### src/common/replay_defines.svh
// Replay queue sizes and thresholds
// Shared by the type package and the queue blocks

`ifndef REPLAY_DEFINES_SVH
`define REPLAY_DEFINES_SVH

// Number of queue entries
`define RQ_ENTRY_NUM 8

// Largest interval stored in an entry
`define RQ_MAX_INTERVAL 6

// Pushes that can still arrive after stallUpper rises
`define RQ_STALL_MARGIN 2

// Miss-status registers in the load unit
`define MSHR_NUM 4

// Operation fields
`define ACTIVE_LIST_PTR_WIDTH 5
`define OP_PAYLOAD_WIDTH 16

`endif

### src/common/ReplayTypes.sv
// Replay queue types
// Vector typedefs and the packed structs passed between blocks

`include "replay_defines.svh"

package ReplayTypes;

    typedef logic [$clog2(`RQ_ENTRY_NUM)-1:0] RqIndex;
    typedef logic [$clog2(`RQ_ENTRY_NUM + 1)-1:0] RqCount;
    typedef logic [$clog2(`RQ_MAX_INTERVAL + 1)-1:0] RqInterval;
    typedef logic [`ACTIVE_LIST_PTR_WIDTH-1:0] ActiveListPtr;
    typedef logic [$clog2(`MSHR_NUM)-1:0] MshrId;
    typedef logic [`OP_PAYLOAD_WIDTH-1:0] OpPayload;

    // Integer issue slot
    typedef struct packed {
        logic valid;
        ActiveListPtr ptr;
        OpPayload payload;
    } IntSlot;

    // Memory issue slot, loads may hold a miss register
    typedef struct packed {
        logic valid;
        ActiveListPtr ptr;
        OpPayload payload;
        logic isLoad;
        logic hasMshr;
        MshrId mshrId;
    } MemSlot;

    // One recorded cycle of issue
    typedef struct packed {
        IntSlot intSlot;
        MemSlot memSlot;
        RqInterval interval;
    } RqEntry;

    // Recovery range, head and tail inclusive
    typedef struct packed {
        logic valid;
        ActiveListPtr head;
        ActiveListPtr tail;
        logic flushAll;
    } FlushRange;

    typedef struct packed {
        logic [`MSHR_NUM-1:0] valid;
        logic [`MSHR_NUM-1:0] ready;
    } MshrState;

endpackage

### src/replayQueue/ReplayRecorder.sv
// Replay recorder
// Packs the issued slots with the interval since the previous push
// and decides whether the cycle is written to the queue

`include "replay_defines.svh"

module ReplayRecorder
    import ReplayTypes::*;
(
    input  logic   clk,
    input  logic   rst,
    input  IntSlot recordInt,
    input  MemSlot recordMem,
    input  logic   queueHasValid,
    input  logic   full,
    output logic   pushEntry,
    output RqEntry pushData
);

    // Cycles since the last push, saturating
    RqInterval intervalIn;
    logic anyValid;

    always_comb begin
        anyValid = recordInt.valid | recordMem.valid;

        // Empty cycles are kept only while valid ops wait in the queue,
        // otherwise the spacing carries no information
        pushEntry = !full && (anyValid || queueHasValid);
    end

    always_comb begin
        pushData.intSlot = recordInt;
        pushData.memSlot = recordMem;
        pushData.interval = intervalIn;
    end

    always_ff @(posedge clk) begin
        if (rst) begin
            intervalIn <= '0;
        end
        else if (pushEntry) begin
            intervalIn <= '0;
        end
        else if (intervalIn != RqInterval'(`RQ_MAX_INTERVAL)) begin
            intervalIn <= intervalIn + 1'b1;
        end
    end

endmodule

### src/replayQueue/ReplayEntryStore.sv
// Replay entry store
// Circular buffer of recorded entries with occupancy tracking
// and the almost-full threshold for the upper-stage stall

`include "replay_defines.svh"

module ReplayEntryStore
    import ReplayTypes::*;
(
    input  logic   clk,
    input  logic   rst,
    input  logic   pushEntry,
    input  RqEntry pushData,
    input  logic   popEntry,
    output RqEntry headEntry,
    output logic   empty,
    output logic   full,
    output logic   queueHasValid,
    output logic   almostFull,
    output RqCount count
);

    RqEntry entries [`RQ_ENTRY_NUM];
    RqIndex headPtr;
    RqIndex tailPtr;
    // Entries that hold at least one valid op
    RqCount validCount;
    logic pushValid;
    logic popValid;

    function automatic RqIndex nextIndex(RqIndex idx);
        return (idx == RqIndex'(`RQ_ENTRY_NUM - 1)) ? '0 : idx + 1'b1;
    endfunction

    assign headEntry = entries[headPtr];
    assign empty = (count == '0);
    assign full = (count == RqCount'(`RQ_ENTRY_NUM));
    assign almostFull = (count >= RqCount'(`RQ_ENTRY_NUM - `RQ_STALL_MARGIN));
    assign queueHasValid = (validCount != '0);

    assign pushValid = pushEntry && (pushData.intSlot.valid || pushData.memSlot.valid);
    assign popValid = popEntry && (headEntry.intSlot.valid || headEntry.memSlot.valid);

    always_ff @(posedge clk) begin
        if (pushEntry) begin
            entries[tailPtr] <= pushData;
        end
    end

    always_ff @(posedge clk) begin
        if (rst) begin
            headPtr <= '0;
            tailPtr <= '0;
            count <= '0;
            validCount <= '0;
        end
        else begin
            if (pushEntry) tailPtr <= nextIndex(tailPtr);
            if (popEntry) headPtr <= nextIndex(headPtr);
            count <= count + RqCount'(pushEntry) - RqCount'(popEntry);
            validCount <= validCount + RqCount'(pushValid) - RqCount'(popValid);
        end
    end

endmodule

### src/replayQueue/ReplayIssuer.sv
// Replay issuer
// Pops the head entry once its interval has elapsed and its load
// is not waiting on a miss register, drops flushed ops and
// registers the replayed slots

`include "replay_defines.svh"

module ReplayIssuer
    import ReplayTypes::*;
(
    input  logic      clk,
    input  logic      rst,
    input  RqEntry    headEntry,
    input  logic      empty,
    input  logic      almostFull,
    input  RqCount    count,
    input  FlushRange recovery,
    input  MshrState  mshr,
    output logic      popEntry,
    output IntSlot    replayInt,
    output MemSlot    replayMem,
    output logic      replay,
    output logic      stallUpper
);

    RqInterval intervalCount;

    // Registered recovery range and the number of replays it still covers
    FlushRange regRange;
    FlushRange windowRange;
    RqCount windowCount;

    logic headValid;
    logic flushInt;
    logic flushMem;
    logic mshrHold;

    function automatic logic rangeHit(FlushRange range, ActiveListPtr ptr);
        logic inRange;
        if (range.head <= range.tail) begin
            inRange = (ptr >= range.head) && (ptr <= range.tail);
        end
        else begin
            // Range wraps around the active list
            inRange = (ptr >= range.head) || (ptr <= range.tail);
        end
        return range.valid && (range.flushAll || inRange);
    endfunction

    always_comb begin
        windowRange = regRange;
        windowRange.valid = (windowCount != '0);

        flushInt = rangeHit(recovery, headEntry.intSlot.ptr)
            || rangeHit(windowRange, headEntry.intSlot.ptr);
        flushMem = rangeHit(recovery, headEntry.memSlot.ptr)
            || rangeHit(windowRange, headEntry.memSlot.ptr);

        // A flushed load never gets its data, so it must not hold the head
        mshrHold = headEntry.memSlot.valid && !flushMem
            && headEntry.memSlot.isLoad && headEntry.memSlot.hasMshr
            && mshr.valid[headEntry.memSlot.mshrId]
            && !mshr.ready[headEntry.memSlot.mshrId];

        headValid = headEntry.intSlot.valid || headEntry.memSlot.valid;
        popEntry = !empty && (intervalCount >= headEntry.interval)
            && (!headValid || !mshrHold);
    end

    assign stallUpper = replay | almostFull;

    always_ff @(posedge clk) begin
        if (rst) begin
            replayInt.valid <= 1'b0;
            replayMem.valid <= 1'b0;
            replay <= 1'b0;
            intervalCount <= '0;
        end
        else begin
            replayInt <= headEntry.intSlot;
            replayInt.valid <= popEntry && headEntry.intSlot.valid && !flushInt;
            replayMem <= headEntry.memSlot;
            replayMem.valid <= popEntry && headEntry.memSlot.valid && !flushMem;
            replay <= popEntry && headValid;

            if (popEntry) begin
                intervalCount <= '0;
            end
            else if (intervalCount != RqInterval'(`RQ_MAX_INTERVAL)) begin
                intervalCount <= intervalCount + 1'b1;
            end
        end
    end

    // Every entry present at recovery time sees the range
    always_ff @(posedge clk) begin
        if (rst) begin
            windowCount <= '0;
        end
        else if (recovery.valid) begin
            windowCount <= count;
            regRange <= recovery;
        end
        else if (windowCount != '0 && replay) begin
            windowCount <= windowCount - 1'b1;
        end
    end

endmodule

### src/design/ReplayQueueTop.sv
// Replay queue top level
// Recorder feeds the entry store, the issuer drains it

module ReplayQueueTop
    import ReplayTypes::*;
(
    input  logic      clk,
    input  logic      rst,
    input  IntSlot    recordInt,
    input  MemSlot    recordMem,
    input  FlushRange recovery,
    input  MshrState  mshr,
    output IntSlot    replayInt,
    output MemSlot    replayMem,
    output logic      replay,
    output logic      stallUpper
);

    logic pushEntry;
    RqEntry pushData;
    logic popEntry;
    RqEntry headEntry;
    logic empty;
    logic full;
    logic queueHasValid;
    logic almostFull;
    RqCount count;

    ReplayRecorder ReplayRecorder_inst (
        .clk(clk),
        .rst(rst),
        .recordInt(recordInt),
        .recordMem(recordMem),
        .queueHasValid(queueHasValid),
        .full(full),
        .pushEntry(pushEntry),
        .pushData(pushData)
    );

    ReplayEntryStore ReplayEntryStore_inst (
        .clk(clk),
        .rst(rst),
        .pushEntry(pushEntry),
        .pushData(pushData),
        .popEntry(popEntry),
        .headEntry(headEntry),
        .empty(empty),
        .full(full),
        .queueHasValid(queueHasValid),
        .almostFull(almostFull),
        .count(count)
    );

    ReplayIssuer ReplayIssuer_inst (
        .clk(clk),
        .rst(rst),
        .headEntry(headEntry),
        .empty(empty),
        .almostFull(almostFull),
        .count(count),
        .recovery(recovery),
        .mshr(mshr),
        .popEntry(popEntry),
        .replayInt(replayInt),
        .replayMem(replayMem),
        .replay(replay),
        .stallUpper(stallUpper)
    );

endmodule

### config.mk
export PLATFORM = sky130hd
export DESIGN_NAME = ReplayQueueTop
export DESIGN_NICKNAME = d
export VERILOG_FILES = /design/src/common/ReplayTypes.sv /design/src/replayQueue/ReplayRecorder.sv /design/src/replayQueue/ReplayEntryStore.sv /design/src/replayQueue/ReplayIssuer.sv /design/src/design/ReplayQueueTop.sv
export VERILOG_INCLUDE_DIRS = /design/src /design/src/common
export SDC_FILE = /design/constraint.sdc
export NUM_CORES = 1
export LEC_CHECK = 0
export ABC_AREA = 1
export BUFFER_PORTS_ARGS = -buffer_cell sky130_fd_sc_hd__buf_2
export CORE_UTILIZATION = 44
export CTS_CLUSTER_SIZE = 28
export DETAILED_ROUTE_END_ITERATION = 12
export PLACE_DENSITY_LB_ADDON = 0.1
export SLEW_MARGIN = 10
export SYNTH_ARGS = -nofsm -noshare
export SYNTH_HDL_FRONTEND = slang
export SYNTH_SLANG_ARGS = --single-unit
export TNS_END_PERCENT = 5
### constraint.sdc
create_clock -name clk -period 5.1 [get_ports clk]
set_clock_uncertainty 0.2 [all_clocks]
set_input_delay 0.765 -clock clk [delete_from_list [all_inputs] [get_ports clk]]
set_output_delay 0.765 -clock clk [all_outputs]
set_load 0.02 [all_outputs]
### Word-level counts from Yosys, hierarchy flattened

Memory sizes are Yosys's and may differ from the RTL's. A register that Yosys moved wholly into a read port is not among the register bits.
Index checks and enable logic that the tools add are counted.

* bits in registers: 84
* memory bits (writable): 408
* input bits: 70
* output and inout bits: 50
* word-level logic and storage cells: 118
* memories kept: 1

* $add $sub $neg: 9
* $lt $le $gt $ge: 13
* equality and inequality tests: 5
* mux-type cells: 16
* bitwise gates (word level): 3
* reduce and logical (&&, ||, !) cells: 51

Memories
* ReplayEntryStore_inst.entries: depth 8, bits a word 51, read ports 1, clocked after memory_dff 1, wr ports 1, line ReplayEntryStore.sv:23 `` RqEntry entries [`RQ_ENTRY_NUM]; ``

Operators with widths (count)
* 5-bit less-or-equal comparator: 6
* 1-bit logical AND: 23
* 5-bit >= comparator: 4
* 1-bit logical OR: 14
* 3-bit by 1-bit adder with 3-bit output, second input constant: 4
* 3-bit two-way mux: 4
* 4-bit by 1-bit adder with 4-bit output: 2
* 1-bit two-way mux: 8
* 4-bit two-way mux: 2
* 4-bit nonzero test: 2
* 4-bit by 1-bit subtractor with 4-bit output: 2
* 1-bit zero test: 7
* 3-bit equality test, second input constant: 2
* 3-bit != test, second input constant: 2
* 1-bit binary-select mux with 2-bit select: 2
* 4-bit equality test, second input constant: 1
* 4-bit by 3-bit >= comparator with 1-bit output, second input constant: 1
* 4-bit zero test: 1
* 2-bit OR reduction: 2
* 4-bit by 1-bit subtractor with 4-bit output, second input constant: 1
* 3-bit >= comparator: 1
* 2-bit by 3-bit less-than comparator with 1-bit output, second input constant: 1
* 1-bit OR: 2
* 2-bit AND reduction: 1
* 2 further kinds: 2

### Depth between registers and ports, before layout

* depth in word-level cells: 17
* gate-level depth with buffers: 31
* mapped depth without buffers: 27

### Modules after synthesis

Synthesis repeated with hierarchy kept, for this count alone.

* cells, all modules: 1728
* area, all modules: 21000.1 um^2

By module, submodules not included
* ReplayEntryStore: instances 1, cells an instance 1287, area an instance 16743.6 um^2, seq. area each 12592.1 um^2
* ReplayIssuer: instances 1, cells an instance 364, area an instance 3712.3 um^2, seq. area each 1911.8 um^2
* ReplayRecorder: instances 1, cells an instance 77, area an instance 544.3 um^2, seq. area each 60.1 um^2

### Worst setup path before layout

Ideal clock, no wire load.

* path type: register to register
* from: register with a tool-made name
* to: register ReplayEntryStore_inst.validCount[2]
* library setup time: 127 ps
* data arrival time: 3900 ps
* slack: 873 ps
* stages on the path, launching flop included: 30
* buffers on the path: 4
* clock period less this slack: 4227 ps
* path through: dfxtp_1 > buf_6 > inv_6 > buf_6 > buf_2 > buf_1 > nor2_1 > o22ai_1 > nor2_1 > a31oi_1 > ha_1 > nand2_1 > inv_1 > nand2_1 > nand3_1 > nand3_1 > nand2_1 > inv_1 > nand2_1 > a21oi_1 > nand3_2 > nand2_4 > nor2_1 > ha_1 > inv_1 > ha_1 > inv_1 > fa_1 > xor2_1 > nor2_1

RTL lines
* to (signal assigned): line ReplayEntryStore.sv:61 `validCount <= validCount + RqCount'(pushValid) - RqCount'(popValid);`
* to (decl): line ReplayEntryStore.sv:27 `RqCount validCount;`

==> flow_summary.toml <==
[placed_design]
gp_congestion = 0.8129
dp_hpwl_um = 26810
dp.cells = 2374
place_ws_ns = 0.5346
io_buffers = 119

[clocking]
clk_latency_ns = 0.60
cts_buffers = 52
cts_max_level = 2
cts_tree = "yes"
post_cts_resized = 0
cts_root_buf = "clkbuf_16"
cts.path.max_buffers = 3
ctsHoldBuffers = 0
cts.sinks = 495
postCtsSetupRepairBufs = 0
path_clk_slew_ns = 0.06

[yosys]
synth_area_leaders = "edfxtp_1 68%, nor2_1 6.5%, o21ai_0 4.9%"
synth_top_cell_area_share_pct = 67.91
yosys_warnings = 0
yosys_most_used_dff = "edfxtp_1"
synth_nets = 1848
synthesis.area_mm2 = 0.02056
synth_top_cell_by_area = "edfxtp_1"
seq_area_frac_synth_pct = 70.83
synth_cell_types = 39
synth_edf_count = 465
synth-seq-cells = 495
netlist_instances = 1702
async_flop_share_pct = 0
avgSynthCellArea_um2 = 12.08

[routing]
drcViolationCount = 0
routed_via_density = 5.181
first_pass_iters = 5
antenna_left = 0
drt_wl_total_um = 46940
post_drt_wl_per_cell_um = 19.00
vias = 12802
drt_iter0_markers = 827

[run]
drv_cap = 0

[timing]
period_share_pct = 89.24
setup_viol = 0
setup_ws_ns = 0.5487
finalCriticalPeriod_ns = 4.551
tightest_slew_ns = 1.017
clock.fmax_mhz = 219.7
maxSlewViolCount = 0
finalHoldViolations = 0
setup_tns_ns = 0
slew_headroom_pct = 32.13
rsz0062_at_grt = "no"

[setup_path]
worst_setup_path_start_kind = "flop"
cp-end-kind = "flop"
crit_type = "reg -> reg"
crit_path_max_fanout = 53
cp.arrival_ns = 4.83
cp_slowest_stage_delay_ns = 0.47
cp_top_family = "adder cells"
slowest_stage = "a31oi_1"
worstPathRequired_ns = 5.38
path_buf_inv = 4

[power]
total_power_uw = 13580
power.density_mw_per_mm2 = 572.3
ir_drop_mv = 0.2806
p_leak_uw = 0.008986

[finish]
final_cell_mix = "465 x edfxtp_1, 349 x nor2_1, 201 x o21ai_0"
nFillCells = 3957
syn_to_final_growth_pct = 15.36
fin_cells = 2471
final_common_cell = "edfxtp_1"
layout-drive-gt1-share_pct = 13.58
final_nets = 1974

[floorplanning]
rows = 78
die_w_um = 218.2
die_h_um = 218.2
die_area_mm2 = 0.04760
ioPinCount = 120
coreArea_mm2 = 0.04577
floorplan.initialDensity_pct = 44.92

[global_route]
grt_usage_pct = 20.33
grt_first_pass_wirelength_um = 73770
grt_max_degree = 114
grt_pass1_vias = 12766
antenna_found_initial = 4
grt_overflow = 0

[outcome]
status = "completed"

[worst_hold_path]
hp-class = "in -> reg"
## per-stage QoR
step           utilization, %  instance area, um^2  hold slack, ns
2_1_floorplan               -                20560          0.2610
3_3_place_gp            48.01                21970          0.2873
3_5_place_dp            48.01                21970          0.3067
4_1_cts                 51.82                23720          0.1270
5_1_grt                 51.82                23720          0.1447
6_report                51.82                23720          0.1699
## cell type report
type                            instances  area (um^2)  area share (%)
Inverter                              131        498.0           2.099
Sequential cell                       495        14570           61.43
Multi-Input combinational cell        996         5199           21.92
Clock buffer                           62         1339           5.644
Tap cell                              600        750.7           3.165
Antenna cell                            1        2.502         0.01055
Clock inverter                         34        404.1           1.704
Timing Repair Buffer                  152        955.9           4.030
## path summary, 6_finish.rpt
path | cells after the start | from | slack (ns) | to
max reg2reg | 25 | flop | 0.55 | ReplayEntryStore_inst.validCount[2]$_SDFF_PP0_
min reg2reg | 2 | ReplayEntryStore_inst.headPtr[2]$_SDFFE_PP0N_ | 0.30 | flop
min | 1 | recovery[3] | 0.17 | ReplayIssuer_inst.regRange[3]$_DFFE_PP_
max | 25 | flop | 0.55 | ReplayEntryStore_inst.validCount[2]$_SDFF_PP0_
## kinds of logic after synthesis
group	count (synthesis)	share of synthesized area, %
xor+xnor	5	0.2130
fa+ha+maj	76	4.698
simple gates	582	11.23
compound gates	333	8.847
buf+inv	211	4.180
flops	495	70.83
## cells in the mapped netlist, types with 2 or more instances
master,n
nand3_1,38
clkbuf_1,50
nand4_1,9
o22ai_1,49
nor2_1,357
o221ai_1,2
buf_2,11
buf_1,12
nor3_1,4
edfxtp_1,465
a211oi_1,2
a21o_1,2
dfxtp_1,30
nor3b_1,2
xnor2_1,2
o21ai_1,4
fa_1,2
nand2_2,2
inv_1,127
inv_2,2
o21ai_0,201
a31oi_1,41
o21bai_1,2
a21oi_1,24
o211ai_1,4
ha_1,74
nand2_4,2
nand2_1,161
buf_6,6
nor2_2,4
xor2_1,3
## sequential cells by signal, indices dropped and copies added, names as in the netlist, named ones only
| signal | cells |
|---|---|
| ReplayEntryStore_inst.validCount | 4 |
| ReplayEntryStore_inst.headPtr | 3 |
| ReplayIssuer_inst.intervalCount | 3 |
| ReplayRecorder_inst.intervalIn | 3 |
| ReplayIssuer_inst.replayInt | 22 |
| ReplayEntryStore_inst.count | 4 |
| ReplayEntryStore_inst.tailPtr | 3 |
| ReplayEntryStore_inst.entries | 408 |
| ReplayIssuer_inst.regRange | 11 |
| ReplayIssuer_inst.replay | 1 |
| ReplayIssuer_inst.windowCount | 4 |
| ReplayIssuer_inst.replayMem | 26 |
## routing by layer
layer / global-route usage [%] / share of wire, %
met1: 27.88 / 47
met2: 33.08 / 47
met3: 4.134 / 5.0
met4: 5.105 / 1.6
met5: 0 / 0.092
## power by group
part	switching (uW)	internal, uW	leakage [uW]
clock network	1580	2290	0.000848
logic	2640	1230	0.00360
registers	260	5580	0.00454
Note: power is estimated with default switching activity, not from simulation.
